==> src/logic/mips_defs.svh <==
`ifndef MIPS_DEFS_SVH
`define MIPS_DEFS_SVH

// Data path width
`define WORD_W 32

// Instruction memory, words and index width
`define IMEM_DEPTH 64
`define IMEM_AW 6

// Data memory, words and index width
`define DMEM_DEPTH 64
`define DMEM_AW 6

// Register specifier width
`define REG_AW 5

// Opcode reserved as the end of a program
`define HALT_OP 6'b111111

`endif
==> src/logic/dataMem.sv <==
`timescale 1ns/1ps
`default_nettype none

`include "mips_defs.svh"

module dataMem (
	input  logic clk,
	input  logic we,
	input  logic [`WORD_W-1:0] addr,
	input  logic [`WORD_W-1:0] wd,
	output logic [`WORD_W-1:0] rd
);

	logic [`WORD_W-1:0] mem [0:`DMEM_DEPTH-1];
	logic [`DMEM_AW-1:0] index;

	assign index = addr[`DMEM_AW+1:2]; // Byte address to word

	always_ff @(posedge clk)
	begin
		if (we)
			mem[index] <= wd;
	end

	assign rd = mem[index];

endmodule

`default_nettype wire

==> config.mk <==
export PLATFORM = sky130hd
export DESIGN_NAME = dataMem
export DESIGN_NICKNAME = d
export VERILOG_FILES = /design/src/logic/dataMem.sv
export VERILOG_INCLUDE_DIRS = /design/src /design/src/logic
export SDC_FILE = /design/constraint.sdc
export NUM_CORES = 2
export LEC_CHECK = 0
export BUFFER_PORTS_ARGS = -buffer_cell sky130_fd_sc_hd__buf_2
export CORE_ASPECT_RATIO = 0.8
export CORE_MARGIN = 1.5
export CORE_UTILIZATION = 32
export DETAILED_ROUTE_END_ITERATION = 10
export HOLD_SLACK_MARGIN = 0.15
export PLACE_DENSITY_LB_ADDON = 0.2
export SYNTH_ARGS = -nofsm -noshare
export SYNTH_HDL_FRONTEND = slang
export SYNTH_SLANG_ARGS = --single-unit
==> constraint.sdc <==
create_clock -name clk -period 3.7 [get_ports clk]
set_input_delay 0.37 -clock clk [delete_from_list [all_inputs] [get_ports clk]]
set_output_delay 0.37 -clock clk [all_outputs]
set_load 0.05 [all_outputs]
==> results.sh <==
export IMPL_outcome="complete, but fails checks"
export IMPL_violations="negative setup slack"
export IMPL_setup_ws_ns=-0.1972
export IMPL_cp_arrival_ns=3.53
export IMPL_syn_cell_area_mm2=0.07829
export IMPL_top_register="mem"
export IMPL_min_period_ns=3.897
export IMPL_slew_headroom_pct=18.39
export IMPL_required_ns=3.33
export IMPL_p_leak_nw=30.46
export IMPL_design_area_mm2=0.09448
export IMPL_finalMaxSlewViolations=0
export IMPL_crit_path_max_fanout=1
export IMPL_dieArea_mm2=0.2476
export IMPL_clock_sinks=2048
export IMPL_grt_use_met2_pct=26.77
export IMPL_synth_warnings=0
export IMPL_coreArea_mm2=0.2434
export IMPL_synth_async_reset_ratio_pct=0
export IMPL_ios=98
export IMPL_grt_max_degree=71
export IMPL_finalSetupViolations=15
export IMPL_dp_hpwl_mm=149.6
export IMPL_globalRouteMet1Util_pct=29.29
export IMPL_drt_pass1_iter_count=7
export IMPL_fill_cells=22163
export IMPL_holdCritPathClass="input port to flip-flop"
export IMPL_grt_overflow=0
export IMPL_ir_worst_vdd_mv=0.3261
export IMPL_antenna_found_initial=29
export IMPL_grt_busiest_layer="met1"
export IMPL_track_usage_pct=19.23
export IMPL_endpoint_kind="output port"
export IMPL_fmax_mhz=256.6
export IMPL_finalHoldViolations=0
export IMPL_powerDensity_mw_per_mm2=520.9
export IMPL_rows=162
export IMPL_syn_to_final_growth_pct=20.68
export IMPL_drc=0
export IMPL_max_slew_worst_pin_slew_ns=1.224
export IMPL_drt_wirelength_per_cell_um=29.87
export IMPL_ys_seq_elements=2048
export IMPL_finalCritPeriodShare_pct=105.3
export IMPL_path_clk_slew_ns=0.06
export IMPL_h_tree_depth=4
export IMPL_cts_buffers_inserted=206
export IMPL_synth_edf_count=2048
export IMPL_yosysTopAreaCellShare_pct=78.56
export IMPL_yosys_cell_types_count=55
export IMPL_drt_iter0_drc=5082
export IMPL_ant_nets=0
export IMPL_synth_area_leaders="edfxtp_1 79%, mux2i_1 3.3%, mux4_2 2.8%"
export IMPL_root_buffer="clkbuf_16"
export IMPL_grt_pass1_vias=41906
export IMPL_synth_cells=4207
export IMPL_cap_violations=0
export IMPL_yosysMostFrequentCell="edfxtp_1"
export IMPL_layout_drive_gt1_share_pct=25.69
export IMPL_synthFlopType="edfxtp_1"
export IMPL_use_met3_pct=5.101
export IMPL_clockBufferDepth=4
export IMPL_vias_per_cell=5.377
export IMPL_totalWireLength_mm=243.6
export IMPL_final_nets=4776
export IMPL_dpl_worst_slack_ns=-0.6757
export IMPL_syn_mean_instance_area_um2=18.61
export IMPL_ys_seq_area_share_pct=78.56
export IMPL_dpl_cell_area_mm2=0.08737
export IMPL_cts_tree="yes"
export IMPL_die_w_um=556
export IMPL_start_util_pct=32.16
export IMPL_io_buffers=71
export IMPL_synth_common_cells="2048 x edfxtp_1, 259 x mux2i_1, 188 x a22oi_1"
export IMPL_vias=43867
export IMPL_grt_pass1_wl_mm=335.9
export IMPL_top_regs="mem x2048"
export IMPL_rsz0062_at_grt="yes"
export IMPL_syn_nets=4273
export IMPL_gp_congestion=0.8321
export IMPL_yosysTopAreaCell="edfxtp_1"
export IMPL_start_kind="flip-flop"
export IMPL_die_h_um=445.4
export IMPL_largest_register_ffs=2048
export IMPL_critical_path_class="flip-flop to output port"
==> metrics by stage <==
stage	utilization, %	hold slack (ns)	power [mW]	std cells	TNS (ns)
after floorplan	-	0.4689	27.66	4207	0
after global placement	35.89	0.6715	29.45	7769	-4.283
after detailed placement	35.89	0.6778	29.48	7770	-3.412
after CTS	38.73	0.1543	49.62	8144	-2.839
after global routing	38.81	0.1975	50.67	8155	-2.967
final	38.81	0.1774	49.21	8158	-1.459
==> cell type report <==
cell class,count,area (um2),share of cell area [%]
antenna,13,32.53,0.03443
clock buffer,260,5379,5.693
clock inverter,103,907.1,0.9601
inverter,2,15.01,0.01589
multi-input combinational,1859,16490,17.45
sequential,2048,61500,65.09
tap,3280,4104,4.344
timing repair buffer,593,6058,6.412
==> path summary, 6_finish.rpt <==
check | from | endpoint | slack, ns | cells past startpoint
setup / recovery | mem[21][5] | rd[5] | -0.20 | 8
hold / removal | wd[16] | mem[57][16] | 0.18 | 1
==> cells by family (layout without fill, tap and decap cells) <==
family,after synthesis,count (layout),share of synthesized area (%)
AOI/OAI and AO/OA,933,933,8.733
buffers and inverters,300,958,1.696
DFF,2048,2048,78.56
muxes,502,502,8.188
other,0,13,0
and+or+nand+nor,424,424,2.829
==> what timing repair did <==
item / CTS / global route
pin swaps: 28 / 11
setup endpoints to repair: 23 / 27
resized for setup: 129 / 37
hold buffers: 17 / 0
setup buffers: 0 / 6
cloned: 0 / 1
hold endpoints to repair: 402 / 0
==> critical path, cell delays in order (launching register included) <==
cell and delay, ns:
edfxtp_1 0.35, mux4_2 0.48, mux2i_1 0.18, buf_4 0.17
nor2_2 0.04, or4b_1 0.53, buf_6 0.16, or4_4 0.58
buf_8 0.19
==> metal layers <==
metal  up-vias  routed length [um]
met2      1614              101800
met4         6                5667
met1     23347              115100
li1      18590                   -
met3       310               21070
met5         -                  36
==> cells in the final DEF (no fill, tap or decap), drive strengths merged, types with 85 or more instances in the layout <==
| cell type | Yosys | final |
|---|---|---|
| mux4 | 96 | 96 |
| a21oi | 121 | 121 |
| o22ai | 93 | 93 |
| mux2i | 259 | 259 |
| edfxtp | 2048 | 2048 |
| o21ai | 85 | 85 |
| a221oi | 175 | 175 |
| a22oi | 188 | 188 |
| nor2 | 145 | 145 |
| mux2 | 147 | 147 |
| and3 | 85 | 85 |
| buf | 129 | 575 |
| clkbuf | 169 | 261 |
==> power breakdown <==
group	internal [mW]	switching, mW	total [mW]
Clock	11.3	8.79	20.1
Combinational	1.19	2.23	3.42
Sequential	25.7	0.0325	25.7
Total	38.2	11.1	49.2
Note: power is estimated with default switching activity, not from simulation.
