File: src/logic/mips_defs.svh
`ifndef MIPS_DEFS_SVH
`define MIPS_DEFS_SVH

// Data path width
`define WORD_W 32

// Instruction memory, words and index width
`define IMEM_DEPTH 64
`define IMEM_AW 6

// Data memory, words and index width
`define DMEM_DEPTH 64
`define DMEM_AW 6

// Register specifier width
`define REG_AW 5

// Opcode reserved as the end of a program
`define HALT_OP 6'b111111

`endif
File: src/logic/mipsPkg.sv
`default_nettype none

`include "mips_defs.svh"

package mipsPkg;

	typedef enum logic [2:0] {
		aluAdd   = 3'b000,
		aluFunct = 3'b001, // Operation taken from funct
		aluAnd   = 3'b010,
		aluOr    = 3'b011,
		aluBeq   = 3'b100,
		aluBne   = 3'b101,
		aluSlt   = 3'b110,
		aluNone  = 3'b111
	} aluOpT;

	typedef struct packed {
		logic [5:0] opcode;
		logic [`REG_AW-1:0] rs;
		logic [`REG_AW-1:0] rt;
		logic [`REG_AW-1:0] rd;
		logic [4:0] shamt;
		logic [5:0] funct;
	} rFmtT;

	typedef struct packed {
		logic [5:0] opcode;
		logic [`REG_AW-1:0] rs;
		logic [`REG_AW-1:0] rt;
		logic [15:0] imm16;
	} iFmtT;

	typedef struct packed {
		logic [5:0] opcode;
		logic [25:0] target26;
	} jFmtT;

	// One fetched word, decoded per format
	typedef union packed {
		rFmtT rFmt;
		iFmtT iFmt;
		jFmtT jFmt;
	} instrU;

	typedef struct packed {
		logic [1:0] regDst;   // 00 rt, 01 rd, 10 ra
		logic [1:0] jump;     // 00 none, 01 target, 10 register
		logic branch;
		logic memRead;
		logic [1:0] memToReg; // 00 ALU, 01 memory, 10 PC+4
		aluOpT aluOp;
		logic memWrite;
		logic aluSrc;         // Immediate as operand B
		logic regWrite;
		logic zeroExt;        // Immediate zero extended
		logic illegal;        // Halt or undecoded opcode
	} ctrlT;

	typedef struct packed {
		logic [`WORD_W-1:0] pc;
		logic regWrite;
		logic [`REG_AW-1:0] dest;
		logic [`WORD_W-1:0] data;
		logic memWrite;
		logic halted;
	} commitT;

endpackage

`default_nettype wire

File: src/logic/control.sv
`timescale 1ns/1ps
`default_nettype none

module control (
	input  logic [5:0] opcode,
	input  logic [5:0] funct,
	output mipsPkg::ctrlT ctrl
);

	always_comb
	begin
		// R format defaults
		ctrl.regDst   = 2'b01;
		ctrl.jump     = 2'b00;
		ctrl.branch   = 1'b0;
		ctrl.memRead  = 1'b0;
		ctrl.memToReg = 2'b00;
		ctrl.aluOp    = mipsPkg::aluFunct;
		ctrl.memWrite = 1'b0;
		ctrl.aluSrc   = 1'b0;
		ctrl.regWrite = 1'b1;
		ctrl.zeroExt  = 1'b0;
		ctrl.illegal  = 1'b0;

		case (opcode)
			6'b000000:
			begin
				if (funct == 6'b001000) // jr
				begin
					ctrl.jump     = 2'b10;
					ctrl.regWrite = 1'b0;
				end
			end
			6'b000010: // j
			begin
				ctrl.jump     = 2'b01;
				ctrl.aluOp    = mipsPkg::aluNone;
				ctrl.regWrite = 1'b0;
			end
			6'b000011: // jal
			begin
				ctrl.regDst   = 2'b10;
				ctrl.jump     = 2'b01;
				ctrl.memToReg = 2'b10; // Return address
				ctrl.aluOp    = mipsPkg::aluNone;
			end
			6'b001000: // addi
			begin
				ctrl.regDst = 2'b00;
				ctrl.aluOp  = mipsPkg::aluAdd;
				ctrl.aluSrc = 1'b1;
			end
			6'b001100: // andi
			begin
				ctrl.regDst  = 2'b00;
				ctrl.aluOp   = mipsPkg::aluAnd;
				ctrl.aluSrc  = 1'b1;
				ctrl.zeroExt = 1'b1;
			end
			6'b001101: // ori
			begin
				ctrl.regDst  = 2'b00;
				ctrl.aluOp   = mipsPkg::aluOr;
				ctrl.aluSrc  = 1'b1;
				ctrl.zeroExt = 1'b1;
			end
			6'b001010: // slti
			begin
				ctrl.regDst = 2'b00;
				ctrl.aluOp  = mipsPkg::aluSlt;
				ctrl.aluSrc = 1'b1;
			end
			6'b000100, 6'b000101: // beq, bne
			begin
				ctrl.branch   = 1'b1;
				ctrl.aluOp    = opcode[0] ? mipsPkg::aluBne : mipsPkg::aluBeq;
				ctrl.regWrite = 1'b0;
			end
			6'b100011: // lw
			begin
				ctrl.regDst   = 2'b00;
				ctrl.memRead  = 1'b1;
				ctrl.memToReg = 2'b01;
				ctrl.aluOp    = mipsPkg::aluAdd;
				ctrl.aluSrc   = 1'b1;
			end
			6'b101011: // sw
			begin
				ctrl.aluOp    = mipsPkg::aluAdd;
				ctrl.memWrite = 1'b1;
				ctrl.aluSrc   = 1'b1;
				ctrl.regWrite = 1'b0;
			end
			default: // Halt marker and anything undecoded
			begin
				ctrl.aluOp    = mipsPkg::aluNone;
				ctrl.regWrite = 1'b0;
				ctrl.illegal  = 1'b1;
			end
		endcase
	end

endmodule

`default_nettype wire

File: config.mk
export PLATFORM = sky130hd
export DESIGN_NAME = control
export DESIGN_NICKNAME = d
export VERILOG_FILES = /design/src/logic/mipsPkg.sv /design/src/logic/control.sv
export VERILOG_INCLUDE_DIRS = /design/src /design/src/logic
export SDC_FILE = /design/constraint.sdc
export NUM_CORES = 1
export LEC_CHECK = 0
export BUFFER_PORTS_ARGS = -buffer_cell sky130_fd_sc_hd__buf_2
export CORE_AREA = 2 2 39 41
export DETAILED_ROUTE_END_ITERATION = 6
export DIE_AREA = 0 0 41 43
export SLEW_MARGIN = 20
export SYNTH_ARGS = -nofsm -noshare
export SYNTH_HDL_FRONTEND = slang
export SYNTH_SLANG_ARGS = --single-unit
File: constraint.sdc
create_clock -name vclk -period 0.9
set_clock_uncertainty 0.15 [all_clocks]
set_input_delay 0.045 -clock vclk [all_inputs]
set_output_delay 0.045 -clock vclk [all_outputs]
set_load 0.02 [all_outputs]
==> reports/summary.txt <==
Status: finished, violations left
Failing checks: negative setup slack
Worst Hold Path EP: ctrl[8]
Synthesized instance count: 45
Critical path launch point type: input port
Io pins: 28
Drt first pass iters: 2
GR Util All Layers: 0.134
DRC viols: 0
Register area share after synthesis: 0
Final core occ: 0.689
Vias: 503
Initial core utilization: 0.221
Commonest non-fill, non-tap cells in the layout: 26 x buf_6, 14 x buf_4, 5 x buf_2
Count of nets after finishing: 103
Vias in the first global route: 440
Placed wire-length estimate: 838 um
DRT Wirelength: 1.25 mm
Area delta synth->final: 212%
IO Port Bufs: 28
Antenna violations before repair: 0
FF/Latch Area: 0 um^2
Fin crit period: 1290 ps
Worst slack, placed: -430 ps
Site row count: 14
Syn avg cell area: 6.78 um^2
First-pass GRT wire length: 1.74 mm
Placer Congestion: 0.691
Core footprint: 1380 um^2
Horiz. Die Dim: 41 um
Synth Net Count: 57
Grt ovf: 0
Commonest non-fill, non-tap cell in the layout: buf_6
Power Density: 404 nW/um^2
Final worst slack: -393 ps
Placement Cell Area: 669 um^2
1st-iter DRT viols: 3
Area of the multi-input gates: 402 um^2
Seq cells: 0
DIE AREA: 1760 um^2
CP Max Fanout: 2
Fmax: 774 MHz
Rel. slew slack: 0.859
Unrepaired setup endpoints after global routing: true
Fin. Hold Viols: 0
WP data required: 700 ps
ANT nets after route: 0
Max-slew violation count: 0
Peak supply drop: 0.000198 V
Final Cycle Share: 1.44
Worst Path Class, Setup: input port to output pin
Yosys warnings: 0
Cts hold-fix bufs: 0
Hold path depth: 4
Routed len/inst: 11.9 um
Worst EP arrival: 1100 ps
Fraction of layout instances using a drive strength above 1: 0.820
Worst-Margin Slew: 210 ps
Worst setup EP type: output pin
Syn Std Cell Area: 305 um^2
P_leak: 0.416 nW
Die Y: 43 um
Max-cap violations: 0
Unique masters post-synth: 28
Pin count of the biggest net entering global routing: 10
Fillers: 102
N_diodes: 0
Vias per inst: 4.79
HP Start: opcode[5]
Final instance area: 953 um^2
Type of the most critical hold path: input port to output pin
Final setup vio count: 16
CLK BUF: 0
## worst max-delay path by stage
| stage | cells past startpoint | to | slack [ps] | startpoint |
|---|---|---|---|---|
| floorplan | 3 | ctrl[13] | -230 | funct[2] |
| global placement | 5 | ctrl[13] | -420 | funct[2] |
| detailed placement | 5 | ctrl[13] | -430 | funct[2] |
| CTS | 5 | ctrl[13] | -390 | funct[2] |
| global route | 5 | ctrl[13] | -420 | funct[2] |
| finish | 5 | ctrl[13] | -390 | funct[2] |
## through the flow
| stage | setup TNS [ps] | power, mW | cells | hold slack, ps |
|---|---|---|---|---|
| floorplan | -1380 | 0.185 | 45 | 93.4 |
| global placement | -4040 | 0.265 | 98 | 322 |
| detailed placement | -4130 | 0.268 | 98 | 324 |
| CTS | -3100 | 0.364 | 103 | 308 |
| global route | -4100 | 0.406 | 105 | 318 |
| finish | -3530 | 0.385 | 105 | 305 |
## kinds of logic after synthesis
family | Yosys count | synth area share
mux | 1 | 0.0369
compound gates | 10 | 0.250
buf+inv | 8 | 0.172
simple gates | 26 | 0.541
## worst max-delay path: stages
cell and delay [ps]:
buf_6 90, or4b_4 530, nor3_4 150, nor2b_4 170, buf_6 120
## Yosys cell counts
| cell type | instances | area (um^2) |
|---|---|---|
| a211o_1 | 1 | 8.76 |
| a211oi_2 | 1 | 12.5 |
| a21o_1 | 3 | 22.5 |
| and2_1 | 2 | 12.5 |
| and2b_1 | 1 | 7.51 |
| and3_1 | 1 | 6.26 |
| buf_2 | 3 | 15.0 |
| buf_4 | 3 | 22.5 |
| buf_6 | 1 | 11.3 |
| inv_1 | 1 | 3.75 |
| mux2_2 | 1 | 11.3 |
| nand2_1 | 2 | 7.51 |
| nand2b_1 | 3 | 18.8 |
| nand3_1 | 1 | 5.00 |
| nand4b_1 | 1 | 8.76 |
| nor2_1 | 3 | 11.3 |
| nor2b_1 | 1 | 6.26 |
| nor2b_2 | 1 | 8.76 |
| nor3_1 | 3 | 15.0 |
| nor3_2 | 1 | 10.0 |
| nor4_1 | 2 | 12.5 |
| o21ai_0 | 2 | 10.0 |
| o22ai_1 | 2 | 12.5 |
| o32a_1 | 1 | 10.0 |
| or2_1 | 1 | 6.26 |
| or3_1 | 1 | 6.26 |
| or3b_1 | 1 | 8.76 |
| or4b_4 | 1 | 13.8 |
## timing repair
action	4_1_cts	5_1_grt
pin swaps	10	7
endpoints found under the setup margin	16	16
resized for setup	60	8
buffers inserted	5	2
## routing by layer
metal / track usage / up-vias / share of wire
li1: - / 249 / -
met1: 0.150 / 237 / 0.40
met2: 0.272 / 17 / 0.55
met3: 0 / 0 / 0.048
met4: 0 / 0 / 0
met5: 0 / - / 0
## layout make-up
cell class | instances | share of cell area
Inverter | 1 | 0.00394
Multi-Input combinational cell | 37 | 0.421
Timing Repair Buffer | 51 | 0.554
Tap cell | 16 | 0.0210
## power breakdown
group / switching, mW / total [mW] / internal [mW]
registers: 0 / 0 / 0
clock network: 0 / 0 / 0
logic: 0.158 / 0.385 / 0.227
(Power assumes the default switching activity.)
