File: config.mk
export PLATFORM = sky130hd
export DESIGN_NAME = alu
export DESIGN_NICKNAME = d
export VERILOG_FILES = /design/src/logic/mipsPkg.sv /design/src/logic/alu.sv
export VERILOG_INCLUDE_DIRS = /design/src /design/src/logic
export SDC_FILE = /design/constraint.sdc
export NUM_CORES = 1
export LEC_CHECK = 0
export ABC_AREA = 1
export BUFFER_PORTS_ARGS = -buffer_cell sky130_fd_sc_hd__buf_2
export CAP_MARGIN = 30
export CORE_ASPECT_RATIO = 0.6
export CORE_MARGIN = 4
export CORE_UTILIZATION = 50
export DETAILED_ROUTE_END_ITERATION = 7
export PLACE_DENSITY_LB_ADDON = 0.12
export SYNTH_ARGS = -nofsm -noshare
export SYNTH_HDL_FRONTEND = slang
export SYNTH_SLANG_ARGS = --single-unit
File: constraint.sdc
create_clock -name vclk -period 7.5
set_clock_uncertainty 0.2 [all_clocks]
set_input_delay 1.5 -clock vclk [all_inputs]
set_output_delay 1.5 -clock vclk [all_outputs]
set_load 0.03 [all_outputs]
File: src/logic/mips_defs.svh
`ifndef MIPS_DEFS_SVH
`define MIPS_DEFS_SVH

// Data path width
`define WORD_W 32

// Instruction memory, words and index width
`define IMEM_DEPTH 64
`define IMEM_AW 6

// Data memory, words and index width
`define DMEM_DEPTH 64
`define DMEM_AW 6

// Register specifier width
`define REG_AW 5

// Opcode reserved as the end of a program
`define HALT_OP 6'b111111

`endif
File: src/logic/mipsPkg.sv
`default_nettype none

`include "mips_defs.svh"

package mipsPkg;

	typedef enum logic [2:0] {
		aluAdd   = 3'b000,
		aluFunct = 3'b001, // Operation taken from funct
		aluAnd   = 3'b010,
		aluOr    = 3'b011,
		aluBeq   = 3'b100,
		aluBne   = 3'b101,
		aluSlt   = 3'b110,
		aluNone  = 3'b111
	} aluOpT;

	typedef struct packed {
		logic [5:0] opcode;
		logic [`REG_AW-1:0] rs;
		logic [`REG_AW-1:0] rt;
		logic [`REG_AW-1:0] rd;
		logic [4:0] shamt;
		logic [5:0] funct;
	} rFmtT;

	typedef struct packed {
		logic [5:0] opcode;
		logic [`REG_AW-1:0] rs;
		logic [`REG_AW-1:0] rt;
		logic [15:0] imm16;
	} iFmtT;

	typedef struct packed {
		logic [5:0] opcode;
		logic [25:0] target26;
	} jFmtT;

	// One fetched word, decoded per format
	typedef union packed {
		rFmtT rFmt;
		iFmtT iFmt;
		jFmtT jFmt;
	} instrU;

	typedef struct packed {
		logic [1:0] regDst;   // 00 rt, 01 rd, 10 ra
		logic [1:0] jump;     // 00 none, 01 target, 10 register
		logic branch;
		logic memRead;
		logic [1:0] memToReg; // 00 ALU, 01 memory, 10 PC+4
		aluOpT aluOp;
		logic memWrite;
		logic aluSrc;         // Immediate as operand B
		logic regWrite;
		logic zeroExt;        // Immediate zero extended
		logic illegal;        // Halt or undecoded opcode
	} ctrlT;

	typedef struct packed {
		logic [`WORD_W-1:0] pc;
		logic regWrite;
		logic [`REG_AW-1:0] dest;
		logic [`WORD_W-1:0] data;
		logic memWrite;
		logic halted;
	} commitT;

endpackage

`default_nettype wire

File: src/logic/alu.sv
`timescale 1ns/1ps
`default_nettype none

`include "mips_defs.svh"

module alu (
	input  mipsPkg::aluOpT aluOp,
	input  logic [5:0] funct,
	input  logic [`WORD_W-1:0] a,
	input  logic [`WORD_W-1:0] b,
	output logic [`WORD_W-1:0] result,
	output logic cond
);

	logic [`WORD_W-1:0] sum;
	logic [`WORD_W-1:0] diff;
	logic [`WORD_W-1:0] lessThan;

	assign sum  = a + b;
	assign diff = a - b; // Also the compare for branches
	assign lessThan = {{(`WORD_W-1){1'b0}}, ($signed(a) < $signed(b))};

	always_comb
	begin
		result = '0;
		case (aluOp)
			mipsPkg::aluAdd: result = sum;
			mipsPkg::aluAnd: result = a & b;
			mipsPkg::aluOr:  result = a | b;
			mipsPkg::aluSlt: result = lessThan;
			mipsPkg::aluBeq, mipsPkg::aluBne: result = diff;
			mipsPkg::aluFunct:
			begin
				case (funct)
					6'b100010: result = diff;     // sub
					6'b100100: result = a & b;    // and
					6'b100101: result = a | b;    // or
					6'b101010: result = lessThan; // slt
					default:   result = sum;      // add, jr don't care
				endcase
			end
			default: result = '0; // Jumps and halt
		endcase
	end

	// Zero flag in the sense the branch wants
	always_comb
	begin
		case (aluOp)
			mipsPkg::aluBeq: cond = (diff == '0);
			mipsPkg::aluBne: cond = (diff != '0);
			default:         cond = 1'b0;
		endcase
	end

endmodule

`default_nettype wire

==> results.txt, run 1 <==
crit share post-route -> 85.3%
Die Ht -> 98.6 um
Avg WL per Cell -> 19.6 um
Hold Crit Start -> aluOp[2]
hold path cells -> 4
status -> completed
antenna cells -> 0
Post-Route WL -> 30800 um
Synth Net Count -> 1498
# IOs -> 106
Syn Area/Cell -> 5.16 um^2
CP Launch Type -> input pin
worst path required time -> 5.80 ns
RSZ-0062 raised after global routing -> false
Hold Vio Cnt, Final -> 0
crit path from -> b[0]
post_cts resized -> 0
first-pass GRT wire length -> 45600 um
num rows -> 32
largest net degree at the start of global routing -> 33
number of port buffers -> 106
maximum vdd drop -> 0.0421 mV
Tmin final -> 6.40 ns
ratio of cells with drive above 1 in the final layout -> 11.4%
Worst Tran Pin Value -> 1.05 ns
vias -> 9226
fmax -> 156 MHz
max cap viols -> 0
final net count -> 1576
Yosys top cell by area -> nand2_1
gr usage total -> 36.6%
GRT Residual Overflow -> 0
Via density -> 5.87
nature of the critical path endpoint -> output port
initial antenna violation count -> 0
register area -> 0 um^2
Setup-failing EPs final -> 0
kind of critical path -> in2out
seq_cells -> 0
dpl hpwl -> 25600 um
initial cell density of the core -> 52.1%
leak pwr -> 4.29 nW
largest cells by area after synthesis -> nand2_1, ha_1, inv_1, nor2_1, a21oi_1
DRC Markers -> 0
Mapped Area -> 6840 um^2
Synth top area share -> 21.1%
Die Area -> 15700 um^2
Iteration-0 DRC Markers -> 1402
clock buffers -> 0
post-synthesis sequential area ratio -> 0%
Placed Instances -> 1573
fin. max-slew vios -> 0
unique cell type count in the Yosys netlist -> 46
first-pass detailed-route iteration total -> 6
Hold/Removal Path Class -> in2out
hold-fix buffer count after cts -> 0
arrival time worst endpoint -> 4.70 ns
Hold Crit Endpoint -> result[0]
Rel. slew slack -> 30.1%
Layout area overhead -> 8.87%
Commonest cells post-synth -> nand2_1, inv_1, nor2_1, ha_1, a21oi_1
Synth warnings -> 0
Die X-Extent -> 159 um
Synth Instances -> 1327
vias in the first global route -> 7892
worst-path fanout max -> 4
postcts setup bufs -> 0
most frequent cell after synthesis -> nand2_1
non-filler cells, final -> 1573
Core ar. -> 13100 um^2
PD cells -> 88.0 nW/um^2
final setup TNS -> 0 ns
ANT nets after route -> 0
gp weighted congestion -> 1.10
[layout by cell type (no fill, tap or decap), types with 10 or more instances in the layout]
cell type	Yosys	final
a21oi_1	86	86
o22ai_1	16	16
inv_2	11	11
buf_2	17	106
o211ai_1	15	15
nor2_2	11	11
nor3_1	12	12
nand4_1	22	22
nor2_1	139	139
xor2_1	18	18
ha_1	96	96
nand3_1	85	84
o221ai_1	10	10
nand2_1	385	385
inv_1	265	265
o21ai_0	48	48
[cell type report]
class / count / area, um^2
Multi-Input combinational cell: 1013 / 5610
Tap cell: 170 / 213
Fill cell: 1429 / 5680
Timing Repair Buffer: 113 / 583
Inverter: 277 / 1040
[critical path: stages]
cell and delay [ns]:
buf_2 0.10, ha_1 0.26, inv_1 0.10, fa_1 0.53
inv_1 0.10, nand2_1 0.07, o21ai_1 0.31, a21boi_1 0.23
o21bai_2 0.30, nand2_1 0.11, nand2_1 0.19, nand4_1 0.32
nand2_1 0.16, nand2_1 0.06, nand3_1 0.08, nand3_1 0.07
buf_2 0.18
[routing by layer]
| metal | global-route usage (%) | part of all wire, % |
|---|---|---|
| met1 | 55.9 | 45 |
| met2 | 46.6 | 34 |
| met3 | 16.6 | 19 |
| met4 | 3.93 | 1.4 |
| met5 | 2.73 | 0.18 |
[logic make-up (layout without fill, tap and decap cells)]
family | after synthesis | after routing | share of synthesized area [%]
xor+xnor | 18 | 18 | 2.30
buf+inv | 314 | 390 | 18.1
compound gates | 216 | 216 | 19.3
simple gates | 681 | 681 | 42.2
fa+ha+maj | 98 | 98 | 18.1
[report_power, final]
group | switching, W | internal [W] | total [W]
clock | 0 | 0 | 0
sequential | 0 | 0 | 0
combinational | 0.000471 | 0.000185 | 0.000656
[how the worst max path moves through the flow]
stage	end	slack (ns)	cells after the start
final	result[28]	1.10	17
after CTS	result[28]	1.32	17
after detailed placement	result[28]	1.35	16
after global placement	result[28]	1.35	16
after global routing	result[28]	1.02	17
after floorplan	result[15]	2.05	11
[stage by stage]
step                      setup slack (ns)  hold WS [ns]  instance area (um^2)  total power, W  utilization, %
after global placement                1.35          3.28                  7450        0.000624            56.7
after CTS                             1.32          3.28                  7450        0.000625            56.7
after floorplan                       2.05          3.07                  6840        0.000425               -
after global routing                  1.02          3.31                  7450        0.000700            56.7
after detailed placement              1.35          3.28                  7450        0.000621            56.7
final                                 1.10          3.29                  7450        0.000656            56.7
Power figures use the tool's default switching activity.
==> run 2, diff against run 1 <==
RECOVER_POWER = 100   (was unset)
==> results.txt, run 2 (synthesized netlist as in run 1, its figures left out) <==
clock buffers -> 0
post_cts resized -> 0
max cap viols -> 1
vias -> 9269
Via density -> 5.89
final net count -> 1576
sw power -> 0.000472 W
Post-Route WL -> 30900 um
Hold/Removal Path Class -> in2out
Clock power frac -> 0%
number of port buffers -> 106
Die Area -> 15700 um^2
crit share post-route -> 91.3%
seq_cells -> 0
worst path required time -> 5.80 ns
# fillers -> 1446
dpl hpwl -> 25600 um
Rel. slew slack -> -29.4%
Hold Crit Start -> aluOp[2]
GRT Residual Overflow -> 0
vias in the first global route -> 7892
initial antenna violation count -> 0
Tmin final -> 6.85 ns
register area -> 0 um^2
status -> finished, violations left
gp weighted congestion -> 1.10
ratio of cells with drive above 1 in the final layout -> 9.27%
failing checks -> max-capacitance violations, max-slew violations
Worst path max stage delay -> 0.53 ns
Hold Crit Endpoint -> result[0]
postcts setup bufs -> 0
RSZ-0062 raised after global routing -> false
gr usage total -> 36.6%
top cell family by delay on the critical path -> compound AO/OA/AOI/OAI gates
Die X-Extent -> 159 um
non-filler cells, final -> 1573
num rows -> 32
Hold Vio Cnt, Final -> 0
first-pass GRT wire length -> 45600 um
Iteration-0 DRC Markers -> 1435
Avg WL per Cell -> 19.7 um
Die Ht -> 98.6 um
antenna cells -> 0
Placed Instances -> 1573
Worst Tran Pin Value -> 1.94 ns
kind of critical path -> in2out
Seq pwr share -> 0%
PD cells -> 87.9 nW/um^2
final setup TNS -> 0 ns
maximum vdd drop -> 0.0412 mV
Worst Path Buf+Inv -> 4
DRC Markers -> 0
Core ar. -> 13100 um^2
CP Launch Type -> input pin
# IOs -> 106
ANT nets after route -> 0
leak pwr -> 4.20 nW
arrival time worst endpoint -> 5.15 ns
hold-fix buffer count after cts -> 0
first-pass detailed-route iteration total -> 6
Multi-input gate area -> 5590 um^2
Top cell by count, worst path -> nand2_1
most frequent cells in the layout -> nand2_1, inv_1, nor2_1
Internal Power -> 0.000178 W
Setup-failing EPs final -> 0
slowest stage cell on the critical path -> fa_1
initial cell density of the core -> 52.1%
fmax -> 146 MHz
Sw Ratio -> 72.6%
Layout area overhead -> 8.12%
Gate power share -> 100.0%
nature of the critical path endpoint -> output port
worst-path cell chain -> buf_2, ha_1, inv_1, fa_1, inv_1, nand2_1, o21ai_0, a21boi_0, o21bai_1, nand2_1, nand2_1, nand4_1, nand2_1, nand2_1, nand3_1, nand3_1, buf_2
commonest non-fill, non-tap cell in the layout -> nand2_1
worst-path fanout max -> 4
fin. max-slew vios -> 33
largest net degree at the start of global routing -> 33
hold path cells -> 4
run 2: cell types whose count changed in the layout (fill, tap and decap cells not counted), sizes merged:
| cell | delta |
|---|---|
| clkbuf | +26 |
| buf | -26 |
run 2: worst max path at each step:
stage | startpoint | to | depth (start not counted) | slack, ns
floorplan | b[6] | result[15] | 11 | 2.05
global placement | b[0] | result[28] | 16 | 1.35
detailed placement | b[0] | result[28] | 16 | 1.35
CTS | b[0] | result[28] | 17 | 1.32
global route | b[0] | result[28] | 17 | 0.56
finish | b[0] | result[28] | 17 | 0.65
run 2: worst min-delay path, cell delays in order:
cell	delay [ns]
buf_2	0.14
nand3_1	0.08
o211ai_1	0.09
clkbuf_1	0.23
run 2: stage by stage:
| stage | hold WS [ns] | util (%) | total power [W] | setup WS [ns] | cell area (um^2) |
|---|---|---|---|---|---|
| 6_report | 3.34 | 56.3 | 0.000650 | 0.653 | 7400 |
| 5_1_grt | 3.36 | 56.3 | 0.000694 | 0.557 | 7400 |
| 4_1_cts | 3.28 | 56.7 | 0.000625 | 1.32 | 7450 |
| 3_5_place_dp | 3.28 | 56.7 | 0.000621 | 1.35 | 7450 |
| 3_3_place_gp | 3.28 | 56.7 | 0.000624 | 1.35 | 7450 |
| 2_1_floorplan | 3.07 | - | 0.000425 | 2.05 | 6840 |
run 2: cell type report:
type,instances,area share (%)
Tap cell,170,2.87
Inverter,277,14.1
Timing Repair Buffer,113,7.44
Multi-Input combinational cell,1013,75.6
run 2: power groups by stage:
stage | Combinational [W] | Sequential [W] | Clock, W
finish | 0.000650 | 0 | 0
detailed placement | 0.000621 | 0 | 0
global placement | 0.000624 | 0 | 0
global route | 0.000694 | 0 | 0
floorplan | 0.000425 | 0 | 0
CTS | 0.000625 | 0 | 0
run 2: layer usage:
layer  wire [um]  GRT usage [%]
met1       13900           55.9
met2       10600           46.6
met3        5990           16.6
met4         436           3.93
met5          57           2.73
==> run 3, diff against run 2 <==
CELL_PAD_IN_SITES_DETAIL_PLACEMENT = 0   (was unset)
CELL_PAD_IN_SITES_GLOBAL_PLACEMENT = 1   (was unset)
CORE_UTILIZATION = 43   (was 50)
==> results.txt, run 3 (synthesized netlist as in run 1, its figures left out) <==
fin. max-slew vios -> 0
DRC Markers -> 0
layer with the highest usage -> met1
clock buffers -> 0
Hold/Removal Path Class -> in2out
GRT Residual Overflow -> 0
most frequent cells in the layout -> nand2_1, inv_1, nor2_1
status -> completed
ratio of cells with drive above 1 in the final layout -> 9.54%
RSZ-0062 raised after global routing -> false
vias in the first global route -> 7964
ANT nets after route -> 0
worst-path fanout max -> 18
dpl hpwl -> 27100 um
initial cell density of the core -> 44.3%
# IOs -> 106
seq_cells -> 0
PD cells -> 87.2 nW/um^2
Rel. slew slack -> 19.1%
initial antenna violation count -> 0
first-pass GRT wire length -> 47000 um
met2 usage -> 41.4%
Worst path max stage delay -> 0.91 ns
Hold Crit Endpoint -> result[0]
arrival time worst endpoint -> 5.13 ns
CP Launch Type -> input pin
Via density -> 5.63
largest net degree at the start of global routing -> 30
Post-Route WL -> 31900 um
final setup TNS -> 0 ns
gr usage total -> 33.7%
Hold Vio Cnt, Final -> 0
Avg WL per Cell -> 19.8 um
Iteration-0 DRC Markers -> 1334
final net count -> 1577
worst-path cell chain -> buf_2, inv_1, nor3_1, inv_1, nor2_1, nor2_2, inv_1, nand2_1, nand3_1, clkbuf_1
Layout area overhead -> 8.79%
hold path cells -> 4
slowest stage cell on the critical path -> nor3_1
Hold Crit Start -> aluOp[2]
Core ar. -> 15500 um^2
crit share post-route -> 91.0%
postcts setup bufs -> 0
grt met1 use -> 53.9%
number of port buffers -> 106
hold-fix buffer count after cts -> 0
commonest non-fill, non-tap cell in the layout -> nand2_1
max cap viols -> 0
worst path required time -> 5.80 ns
Tmin final -> 6.83 ns
register area -> 0 um^2
Worst Tran Pin Value -> 1.21 ns
Setup-failing EPs final -> 0
Die X-Extent -> 171 um
Die Area -> 18100 um^2
Die Ht -> 106 um
nature of the critical path endpoint -> output port
non-filler cells, final -> 1607
Placed Instances -> 1607
leak pwr -> 4.22 nW
fmax -> 146 MHz
Top cell by count, worst path -> inv_1
# fillers -> 1800
antenna cells -> 0
gp weighted congestion -> 1.03
kind of critical path -> in2out
num rows -> 35
maximum vdd drop -> 0.0416 mV
met3 Use GR -> 14.1%
first-pass detailed-route iteration total -> 6
vias -> 9049
post_cts resized -> 0
==> run 3: where the power goes <==
part / internal [W] / switching, W
Sequential: 0 / 0
Clock: 0 / 0
Combinational: 0.000180 / 0.000469
Total: 0.000180 / 0.000469
==> run 3: layout make-up <==
class	count	area, um^2	area share, %
inverter	277	1040	14.0
timing repair buffer	114	557	7.48
tap	203	254	3.41
multi-input combinational	1013	5590	75.1
==> run 3: per-layer routing <==
metal | up-vias | part of all wire [%]
met5 | - | 0
met4 | 0 | 1.4
met3 | 43 | 17
met2 | 621 | 34
met1 | 4026 | 47
li1 | 4359 | -
==> run 3: worst max-delay path by stage <==
stage / start / endpoint / slack, ns / depth (start not counted)
global placement: b[0] / result[28] / 1.53 / 16
CTS: b[0] / result[28] / 1.48 / 17
finish: aluOp[0] / result[12] / 0.67 / 10
detailed placement: b[0] / result[28] / 1.49 / 17
floorplan: b[6] / result[15] / 2.05 / 11
global route: aluOp[0] / result[12] / 0.59 / 10
==> run 3: critical path, delay by kind of cell <==
family	cells	cell delay, ns
buffers and inverters	5	1.85
AND/OR/NAND/NOR	5	1.77
==> run 3: through the flow <==
stage	setup slack, ns	instance area, um^2	power [W]	utilization [%]	hold slack, ns
after global placement	1.53	7500	0.000633	48.5	3.32
final	0.672	7450	0.000649	48.2	3.37
after CTS	1.48	7500	0.000629	48.5	3.32
after global routing	0.590	7450	0.000700	48.2	3.41
after floorplan	2.05	6840	0.000425	-	3.07
after detailed placement	1.49	7500	0.000626	48.5	3.31
